## src/include/accel_settings.svh

```systemverilog
/*
 * Accelerator settings
 * Widths, depths, packet length and CSR map of the packet command path
 */
`ifndef ACCEL_SETTINGS_SVH
`define ACCEL_SETTINGS_SVH

// Datapath widths
`define ACCEL_BYTE_W     8
`define ACCEL_WORD_W     32
`define ACCEL_LANE_W     8
`define ACCEL_ACC_W      32

// Operand buffers
`define ACCEL_BUF_DEPTH  16
`define ACCEL_BUF_AW     4
`define ACCEL_KLEN_W     5

// CSR map
`define ACCEL_CSR_KLEN   16'h0000
`define ACCEL_CSR_DONES  16'h0001

// Host packet: cmd, addr lo, addr hi, data0..data3
`define ACCEL_PKT_BYTES  7

`endif

```

## src/rtl/accel_pkg.sv

```systemverilog
/*
 * Accelerator types
 * Opcodes, executor states, decoded command and result set
 */
`default_nettype none

`include "accel_settings.svh"

package accel_pkg;

    // ==============================
    // Enumerations
    // ==============================

    // Command type, taken from the high nibble of the command byte
    typedef enum logic [3:0] {
        CSR_WR     = 4'h0,
        CSR_RD     = 4'h1,
        BUF_WR_A   = 4'h2,
        BUF_WR_B   = 4'h3,
        BUF_RD_OUT = 4'h4,
        START      = 4'h5,
        ABORT      = 4'h6,
        STATUS     = 4'h7
    } opcode_e;

    typedef enum logic {
        IDLE = 1'b0,
        RUN  = 1'b1
    } exec_state_e;

    // ==============================
    // Structures
    // ==============================

    // One decoded packet, valid for a single cycle
    typedef struct packed {
        logic                       valid;
        opcode_e                    opcode;
        logic [`ACCEL_BYTE_W-1:0]   cmd_byte;
        logic [2*`ACCEL_BYTE_W-1:0] addr;
        logic [`ACCEL_WORD_W-1:0]   data;
    } cmd_t;

    // 2x2 result tile, row index first
    typedef struct packed {
        logic signed [`ACCEL_ACC_W-1:0] c00;
        logic signed [`ACCEL_ACC_W-1:0] c01;
        logic signed [`ACCEL_ACC_W-1:0] c10;
        logic signed [`ACCEL_ACC_W-1:0] c11;
    } acc_set_t;

endpackage

`default_nettype wire

```

## src/rtl/accel_top.sv

```systemverilog
/*
 * Accelerator top level
 * Decode, execute and response stages of the host packet path
 */
`timescale 1ns/1ps
`default_nettype none

`include "accel_settings.svh"

module accel_top
    import accel_pkg::*;
(
    input  wire                      clk,
    input  wire                      rst_n,
    input  wire [`ACCEL_BYTE_W-1:0]  i_rx_byte,
    input  wire                      i_rx_valid,
    output logic [`ACCEL_BYTE_W-1:0] o_tx_byte,
    output logic                     o_tx_valid,
    input  wire                      i_tx_ready,
    output logic                     o_busy,
    output logic                     o_done,
    output logic                     o_error
);

    cmd_t                     cmd;
    logic [`ACCEL_KLEN_W-1:0] k_len;
    logic [`ACCEL_WORD_W-1:0] csr_rdata;
    acc_set_t                 acc;

    packet_decoder u_decoder (
        .clk        (clk),
        .rst_n      (rst_n),
        .i_rx_byte  (i_rx_byte),
        .i_rx_valid (i_rx_valid),
        .o_cmd      (cmd),
        .o_error    (o_error)
    );

    csr_bank u_csr (
        .clk         (clk),
        .rst_n       (rst_n),
        .i_cmd       (cmd),
        .i_done      (o_done),
        .o_k_len     (k_len),
        .o_csr_rdata (csr_rdata)
    );

    mac_executor u_exec (
        .clk     (clk),
        .rst_n   (rst_n),
        .i_cmd   (cmd),
        .i_k_len (k_len),
        .o_busy  (o_busy),
        .o_done  (o_done),
        .o_acc   (acc)
    );

    response_serializer u_resp (
        .clk         (clk),
        .rst_n       (rst_n),
        .i_cmd       (cmd),
        .i_csr_rdata (csr_rdata),
        .i_acc       (acc),
        .i_busy      (o_busy),
        .i_error     (o_error),
        .o_tx_byte   (o_tx_byte),
        .o_tx_valid  (o_tx_valid),
        .i_tx_ready  (i_tx_ready)
    );

endmodule

`default_nettype wire

```

## src/rtl/csr_bank.sv

```systemverilog
/*
 * CSR bank
 * K_LEN register, completed-run counter and CSR read mux
 */
`timescale 1ns/1ps
`default_nettype none

`include "accel_settings.svh"

module csr_bank
    import accel_pkg::*;
(
    input  wire                      clk,
    input  wire                      rst_n,
    input  wire cmd_t                i_cmd,
    input  wire                      i_done,
    output logic [`ACCEL_KLEN_W-1:0] o_k_len,
    output logic [`ACCEL_WORD_W-1:0] o_csr_rdata
);

    logic [`ACCEL_KLEN_W-1:0] wr_klen;
    logic [`ACCEL_WORD_W-1:0] done_cnt_q;

    // Five data bits, clipped to the buffer depth
    assign wr_klen = (i_cmd.data[`ACCEL_KLEN_W-1:0] > `ACCEL_KLEN_W'(`ACCEL_BUF_DEPTH))
                   ? `ACCEL_KLEN_W'(`ACCEL_BUF_DEPTH)
                   : i_cmd.data[`ACCEL_KLEN_W-1:0];

    always_ff @(posedge clk) begin
        if (!rst_n) begin
            o_k_len    <= `ACCEL_KLEN_W'(1);
            done_cnt_q <= '0;
        end else begin
            if (i_cmd.valid && i_cmd.opcode == CSR_WR && i_cmd.addr == `ACCEL_CSR_KLEN) begin
                o_k_len <= wr_klen;
            end
            if (i_done) begin
                done_cnt_q <= done_cnt_q + 1'b1;
            end
        end
    end

    // Read data follows the command address
    always_comb begin
        case (i_cmd.addr)
            `ACCEL_CSR_KLEN:  o_csr_rdata = {{(`ACCEL_WORD_W-`ACCEL_KLEN_W){1'b0}}, o_k_len};
            `ACCEL_CSR_DONES: o_csr_rdata = done_cnt_q;
            default:          o_csr_rdata = '0;
        endcase
    end

endmodule

`default_nettype wire

```

## src/rtl/mac_executor.sv

```systemverilog
/*
 * MAC executor
 * Operand buffers A and B, run sequencer and 2x2 multiply-accumulate
 */
`timescale 1ns/1ps
`default_nettype none

`include "accel_settings.svh"

module mac_executor
    import accel_pkg::*;
(
    input  wire                      clk,
    input  wire                      rst_n,
    input  wire cmd_t                i_cmd,
    input  wire [`ACCEL_KLEN_W-1:0]  i_k_len,
    output logic                     o_busy,
    output logic                     o_done,
    output acc_set_t                 o_acc
);

    logic [2*`ACCEL_LANE_W-1:0]        buf_a [`ACCEL_BUF_DEPTH];
    logic [2*`ACCEL_LANE_W-1:0]        buf_b [`ACCEL_BUF_DEPTH];
    exec_state_e                       state_q;
    logic [`ACCEL_KLEN_W-1:0]          k_q;
    logic [`ACCEL_KLEN_W-1:0]          run_len_q;
    logic [2*`ACCEL_LANE_W-1:0]        a_word;
    logic [2*`ACCEL_LANE_W-1:0]        b_word;
    logic signed [`ACCEL_LANE_W-1:0]   a0;
    logic signed [`ACCEL_LANE_W-1:0]   a1;
    logic signed [`ACCEL_LANE_W-1:0]   b0;
    logic signed [`ACCEL_LANE_W-1:0]   b1;
    logic signed [2*`ACCEL_LANE_W-1:0] p00;
    logic signed [2*`ACCEL_LANE_W-1:0] p01;
    logic signed [2*`ACCEL_LANE_W-1:0] p10;
    logic signed [2*`ACCEL_LANE_W-1:0] p11;
    logic                              start_req;
    logic                              abort_req;
    logic                              last_k;

    assign start_req = i_cmd.valid && (i_cmd.opcode == START);
    assign abort_req = i_cmd.valid && (i_cmd.opcode == ABORT);

    // ==============================
    // Operand buffers
    // ==============================
    always_ff @(posedge clk) begin
        if (i_cmd.valid && i_cmd.opcode == BUF_WR_A) begin
            buf_a[i_cmd.addr[`ACCEL_BUF_AW-1:0]] <= i_cmd.data[2*`ACCEL_LANE_W-1:0];
        end
        if (i_cmd.valid && i_cmd.opcode == BUF_WR_B) begin
            buf_b[i_cmd.addr[`ACCEL_BUF_AW-1:0]] <= i_cmd.data[2*`ACCEL_LANE_W-1:0];
        end
    end

    assign a_word = buf_a[k_q[`ACCEL_BUF_AW-1:0]];
    assign b_word = buf_b[k_q[`ACCEL_BUF_AW-1:0]];

    // Lane 0 in the low byte
    assign a0 = a_word[`ACCEL_LANE_W-1:0];
    assign a1 = a_word[2*`ACCEL_LANE_W-1:`ACCEL_LANE_W];
    assign b0 = b_word[`ACCEL_LANE_W-1:0];
    assign b1 = b_word[2*`ACCEL_LANE_W-1:`ACCEL_LANE_W];

    assign p00 = a0 * b0;
    assign p01 = a0 * b1;
    assign p10 = a1 * b0;
    assign p11 = a1 * b1;

    assign last_k = (k_q == run_len_q - 1'b1);

    // ==============================
    // Run sequencer
    // ==============================
    always_ff @(posedge clk) begin
        if (!rst_n) begin
            state_q   <= IDLE;
            k_q       <= '0;
            run_len_q <= '0;
            o_done    <= 1'b0;
            o_acc     <= '0;
        end else begin
            o_done <= 1'b0;
            case (state_q)
                IDLE: begin
                    if (start_req) begin
                        o_acc     <= '0;
                        k_q       <= '0;
                        run_len_q <= i_k_len;
                        // Empty run finishes at once
                        if (i_k_len == '0) begin
                            o_done <= 1'b1;
                        end else begin
                            state_q <= RUN;
                        end
                    end
                end
                RUN: begin
                    if (abort_req) begin
                        state_q <= IDLE;
                    end else begin
                        o_acc.c00 <= o_acc.c00 + p00;
                        o_acc.c01 <= o_acc.c01 + p01;
                        o_acc.c10 <= o_acc.c10 + p10;
                        o_acc.c11 <= o_acc.c11 + p11;
                        k_q       <= k_q + 1'b1;
                        if (last_k) begin
                            state_q <= IDLE;
                            o_done  <= 1'b1;
                        end
                    end
                end
                default: state_q <= IDLE;
            endcase
        end
    end

    assign o_busy = (state_q == RUN);

endmodule

`default_nettype wire

```

## src/rtl/packet_decoder.sv

```systemverilog
/*
 * Packet decoder
 * Collects 7-byte host packets and issues one command pulse per packet
 */
`timescale 1ns/1ps
`default_nettype none

`include "accel_settings.svh"

module packet_decoder
    import accel_pkg::*;
(
    input  wire                      clk,
    input  wire                      rst_n,
    input  wire [`ACCEL_BYTE_W-1:0]  i_rx_byte,
    input  wire                      i_rx_valid,
    output cmd_t                     o_cmd,
    output logic                     o_error
);

    logic [2:0]                                 byte_cnt_q;
    logic [`ACCEL_BYTE_W-1:0]                   cmd_q;
    logic [2*`ACCEL_BYTE_W-1:0]                 addr_q;
    logic [`ACCEL_WORD_W-`ACCEL_BYTE_W-1:0]     data_q;
    logic                                       last_byte;
    logic                                       illegal;

    assign last_byte = i_rx_valid && (byte_cnt_q == 3'(`ACCEL_PKT_BYTES - 1));

    // Types 8 to F are not defined
    assign illegal = cmd_q[`ACCEL_BYTE_W-1];

    // ==============================
    // Byte assembly
    // ==============================
    always_ff @(posedge clk) begin
        if (!rst_n) begin
            byte_cnt_q  <= '0;
            o_cmd.valid <= 1'b0;
            o_error     <= 1'b0;
        end else begin
            o_cmd.valid <= 1'b0;
            if (i_rx_valid) begin
                if (last_byte) begin
                    byte_cnt_q <= '0;
                end else begin
                    byte_cnt_q <= byte_cnt_q + 3'd1;
                end

                case (byte_cnt_q)
                    3'd0: cmd_q <= i_rx_byte;
                    3'd1: addr_q[7:0] <= i_rx_byte;
                    3'd2: addr_q[15:8] <= i_rx_byte;
                    3'd3: data_q[7:0] <= i_rx_byte;
                    3'd4: data_q[15:8] <= i_rx_byte;
                    3'd5: data_q[23:16] <= i_rx_byte;
                    default: begin
                        // Seventh byte completes the packet
                        o_cmd.valid    <= !illegal;
                        o_cmd.opcode   <= opcode_e'(cmd_q[7:4]);
                        o_cmd.cmd_byte <= cmd_q;
                        o_cmd.addr     <= addr_q;
                        o_cmd.data     <= {i_rx_byte, data_q};
                        if (illegal) begin
                            o_error <= 1'b1;
                        end
                    end
                endcase
            end
        end
    end

endmodule

`default_nettype wire

```

## src/rtl/response_serializer.sv

```systemverilog
/*
 * Response serializer
 * Sends the echoed command byte and a 32-bit word, LSB first, under ready
 */
`timescale 1ns/1ps
`default_nettype none

`include "accel_settings.svh"

module response_serializer
    import accel_pkg::*;
(
    input  wire                      clk,
    input  wire                      rst_n,
    input  wire cmd_t                i_cmd,
    input  wire [`ACCEL_WORD_W-1:0]  i_csr_rdata,
    input  wire acc_set_t            i_acc,
    input  wire                      i_busy,
    input  wire                      i_error,
    output logic [`ACCEL_BYTE_W-1:0] o_tx_byte,
    output logic                     o_tx_valid,
    input  wire                      i_tx_ready
);

    logic                       resp_req;
    logic [`ACCEL_WORD_W-1:0]   resp_word;
    logic [2:0]                 idx_q;
    logic [`ACCEL_BYTE_W-1:0]   hdr_q;
    logic [`ACCEL_WORD_W-1:0]   word_q;
    logic                       last_idx;

    assign resp_req = i_cmd.valid && (i_cmd.opcode inside {CSR_RD, STATUS, BUF_RD_OUT});
    assign last_idx = (idx_q == 3'(`ACCEL_WORD_W / `ACCEL_BYTE_W));

    // ==============================
    // Response word select
    // ==============================
    always_comb begin
        resp_word = '0;
        case (i_cmd.opcode)
            CSR_RD: resp_word = i_csr_rdata;
            STATUS: begin
                resp_word[0] = i_busy;
                resp_word[1] = i_error;
            end
            BUF_RD_OUT: begin
                case (i_cmd.addr[1:0])
                    2'd0: resp_word = i_acc.c00;
                    2'd1: resp_word = i_acc.c01;
                    2'd2: resp_word = i_acc.c10;
                    default: resp_word = i_acc.c11;
                endcase
            end
            default: resp_word = '0;
        endcase
    end

    // Requests that arrive mid-response are dropped
    always_ff @(posedge clk) begin
        if (!rst_n) begin
            o_tx_valid <= 1'b0;
            idx_q      <= '0;
        end else if (!o_tx_valid) begin
            if (resp_req) begin
                o_tx_valid <= 1'b1;
                idx_q      <= '0;
                hdr_q      <= i_cmd.cmd_byte;
                word_q     <= resp_word;
            end
        end else if (i_tx_ready) begin
            if (last_idx) begin
                o_tx_valid <= 1'b0;
            end else begin
                idx_q <= idx_q + 3'd1;
            end
        end
    end

    // Header first, then data bytes LSB first
    always_comb begin
        case (idx_q)
            3'd0: o_tx_byte = hdr_q;
            3'd1: o_tx_byte = word_q[7:0];
            3'd2: o_tx_byte = word_q[15:8];
            3'd3: o_tx_byte = word_q[23:16];
            default: o_tx_byte = word_q[31:24];
        endcase
    end

endmodule

`default_nettype wire

```

## config.mk

```make
export PLATFORM = sky130hd
export DESIGN_NAME = accel_top
export DESIGN_NICKNAME = d
export VERILOG_FILES = /design/src/rtl/accel_pkg.sv /design/src/rtl/accel_top.sv /design/src/rtl/csr_bank.sv /design/src/rtl/mac_executor.sv /design/src/rtl/packet_decoder.sv /design/src/rtl/response_serializer.sv
export VERILOG_INCLUDE_DIRS = /design/src /design/src/include
export SDC_FILE = /design/constraint.sdc
export NUM_CORES = 2
export LEC_CHECK = 0
export BUFFER_PORTS_ARGS = -buffer_cell sky130_fd_sc_hd__buf_2
export CORE_UTILIZATION = 55
export CTS_CLUSTER_SIZE = 10
export DETAILED_ROUTE_END_ITERATION = 10
export PLACE_DENSITY = 0.71
export SETUP_SLACK_MARGIN = 0.5
export SYNTH_ARGS = -nofsm -noshare
export SYNTH_HDL_FRONTEND = slang
export SYNTH_SLANG_ARGS = --single-unit
```

## constraint.sdc

```tcl
create_clock -name clk -period 9.65 [get_ports clk]
set_input_delay 0.965 -clock clk [delete_from_list [all_inputs] [get_ports clk]]
set_output_delay 0.965 -clock clk [all_outputs]
set_load 0.01 [all_outputs]
```

==> flow_summary_export.csv <==
group,metric,value,unit
route,routed_wl,127000,um
clock_network,cts.repair.resized,0,
synthesis,ys_warn_count,0,
synthesis,synth_commonest_cells,"edfxtp_1 (632), fa_1 (544), inv_1 (403)",
clock_network,clk_pin_slew,0.06,ns
grt,grt_max_degree,57,
grt,grt_use_met1,38.0,%
synthesis,synth_top_cell_area_share,36.0,%
grt,grt_pass1_vias,34100,
clock_network,cts-htree-levels,3,
synthesis,synth.distinct_cells,74,
timing,rsz0062_at_grt,"no",
synthesis,avgSynthCellArea,13.1,um^2
cells_and_area,areaGrowthSynthToFinish,9.06,%
timing,fin_setup_tns,0,ns
power,pwr_density_cell,128,nW/um^2
clock_network,holdBufCountCts,0,
timing,fmax,119,MHz
timing,max-slew-margin-rel,13.7,%
synthesis,synth_seq_area_share,43.2,%
worst_setup_path,path_class,"reg2reg",
grt,overflow,0,
clock_network,cts-root-buf,"clkbuf_16",
synthesis,synth_seq_cells,822,
power,leakage,22.6,nW
route,first_pass_iters,8,
clock_network,cts-buffers-inserted,96,
floorplan,rows,113,
grt,grt_use_met3,5.74,%
route,ant_nets,0,
min_path,hp-class,"reg2reg",
grt,use_met2,42.4,%
clock_network,ctsLongestPathBuffers,3,
outcome,status,"finished, final reports clean",
route,wl_per_cell,23.5,um
synthesis,async_flop_share,0,%
timing,slew_violations,0,
route,post_drt_via_cell_ratio,6.02,
worst_setup_path,cp_data_arrival_time,8.91,ns
floorplan,die_area,97100,um^2
route,drt_iter0_drc,2908,
clock_network,cts_tree,"yes",
synthesis,synth-simple-area-share,7.81,%
floorplan,die_x,312,um
clock_network,clkSinkCount,822,
synthesis,synthAdderAreaFrac,27.6,%
cells_and_area,finalNetCount,4939,
placement,dpl.hpwl,88400,um
synthesis,synth_flop_cell,"edfxtp_1",
cells_and_area,fillers,7294,
route,drc_errors,0,
grt,grt.busiest_layer,"met2",
synthesis,synth_compound_area_share,6.37,%
synthesis,synth_area,52700,um^2
placement,gp_congestion,0.907,
cells_and_area,fin_util,60.5,%
grt,grt_pass1_wl,199000,um
timing,finalCriticalPeriod,8.37,ns
timing,fin_crit_sh,86.7,%
synthesis,synth_edf_count,632,
power,ir_drop,0.199,mV
synthesis,synthXorXnorAreaFrac,2.63,%
synthesis,synthMuxAreaShare,8.25,%
clock_network,clk_latency,0.69,ns
synthesis,yosys-top-cells-area,"edfxtp_1 (36%), fa_1 (21%), mux4_2 (7.3%)",
timing,tightest_slew,1.29,ns
grt,antenna_found_initial,8,
worst_setup_path,crit_required,10.19,ns
synthesis,synth.most_common_cell,"edfxtp_1",
timing,hold_violations,0,
worst_setup_path,start_kind,"flip-flop",
run,maxCapViolations,0,
floorplan,die-height,312,um
synthesis,syn_inst,4028,
timing,setup-violations-final,0,
synthesis,yosysTopAreaCell,"edfxtp_1",
clock_network,post-cts-setup-buffer-count,0,
placement,port_buffers,23,
synthesis,synth_nets,4877,
worst_setup_path,crit_fanout,36,
cells_and_area,final_layout_size_suffix_gt1_share,11.5,%
timing,clock_skew,0.0501,ns
synthesis,synth_top_family_by_area,"adder cells",
floorplan,start_util,55.5,%
floorplan,coreArea,95000,um^2
floorplan,num_io_pins,24,
route,vias,32500,
worst_setup_path,setup.worst_path.end_class,"flip-flop",
grt,grt.total_usage,27.0,%
==> cell usage in the layout, fill, tap and decap left out, types with 28 or more instances in the layout <==
master and count:
xnor2_1 86, a21oi_1 181, nand2_1 284, nor2_1 282, edfxtp_1 632, a22o_1 29
inv_1 403, clkbuf_16 99, a21o_1 47, fa_1 544, clkbuf_1 28, o21ai_0 105
ha_1 293, dfxtp_1 185, buf_4 90, nor2b_1 35, nand3_1 103, mux4_2 170
xor2_1 72, nand2b_1 48
==> final cells by class <==
cell class | count | area [um^2] | share of cell area [%]
multi-input cells | 2651 | 27900 | 48.5
flip-flops and latches | 822 | 22800 | 39.7
clock buffers | 129 | 2610 | 4.54
well taps | 1265 | 1580 | 2.75
inverters | 404 | 1520 | 2.64
repair buffers | 115 | 831 | 1.45
clock inverters | 17 | 264 | 0.459
diodes | 1 | 2.50 | 0.00435
==> layer usage <==
layer	wire length, um	part of all wire, %
met5	36	0.028
met4	3480	2.7
met3	11500	9.1
met2	58600	46
met1	53100	42
==> stage by stage <==
step | worst slack [ns] | power (mW) | instance area (um^2) | hold WS [ns] | cells
final | 1.28 | 7.38 | 57500 | 0.414 | 5404
after global routing | 0.727 | 7.59 | 57500 | 0.421 | 5403
after CTS | 1.25 | 7.43 | 57500 | 0.411 | 5403
after detailed placement | 1.34 | 4.05 | 54600 | 0.405 | 5257
after global placement | 1.43 | 4.05 | 54600 | 0.400 | 5257
after floorplan | 1.73 | 4.00 | 52700 | 0.400 | 4028
==> critical path: stages, from the launching register on <==
cell and delay (ns):
dfxtp_4 0.55, buf_4 0.52, buf_4 0.48, mux4_2 0.38, mux2_2 0.29, o21ai_2 0.75
nor2_1 0.15, fa_1 0.53, inv_1 0.06, fa_1 0.52, inv_1 0.04, fa_1 0.49
fa_1 0.43, fa_1 0.40, ha_1 0.39, a2111o_1 0.39, a31oi_1 0.27, o21ai_1 0.22
a2111oi_4 0.43, o21ai_1 0.19, a21oi_1 0.26, o21ai_0 0.17, xnor2_1 0.18, o21ai_0 0.09
==> registers in the layout, summed over array words and instances (netlist names), named ones only <==
name,flops
u_csr.done_cnt_q,32
u_csr.o_k_len,5
u_decoder.addr_q,16
u_decoder.byte_cnt_q,3
u_decoder.cmd_q,8
u_decoder.data_q,16
u_decoder.o_cmd,41
u_decoder.o_error,1
u_exec.buf_a,256
u_exec.buf_b,256
u_exec.k_q,5
u_exec.o_acc,128
u_exec.o_busy,1
u_exec.o_done,1
u_exec.run_len_q,5
u_resp.hdr_q,8
u_resp.idx_q,3
u_resp.o_tx_valid,1
u_resp.word_q,32
==> where the power goes <==
| part | internal, mW | total [mW] | switching, mW |
|---|---|---|---|
| sequential | 3.77 | 3.78 | 0.00581 |
| clock | 1.98 | 3.40 | 1.42 |
| combinational | 0.0800 | 0.205 | 0.125 |
| total | 5.83 | 7.38 | 1.55 |
==> worst paths after layout <==
path	endpoint	slack, ns	start	cells after the start
setup / recovery	u_exec.o_acc[94]	1.28	flip-flop	23
hold / removal	u_decoder.o_cmd[39]	0.41	u_decoder.addr_q[7]	0
setup reg to reg	u_exec.o_acc[94]	1.28	flip-flop	23
hold reg to reg	u_decoder.o_cmd[39]	0.41	u_decoder.addr_q[7]	0
==> cells by family (layout without fill, tap and decap cells) <==
family                   after synthesis  after routing
AO/OA/AOI/OAI                        533            533
other                                  0              1
multiplexers                         219            219
flip-flops                           822            822
XOR/XNOR                             158            158
buffers and inverters                555            665
adder cells (fa/ha/maj)              837            837
AND/OR/NAND/NOR                      904            904
(Power assumes the default switching activity.)
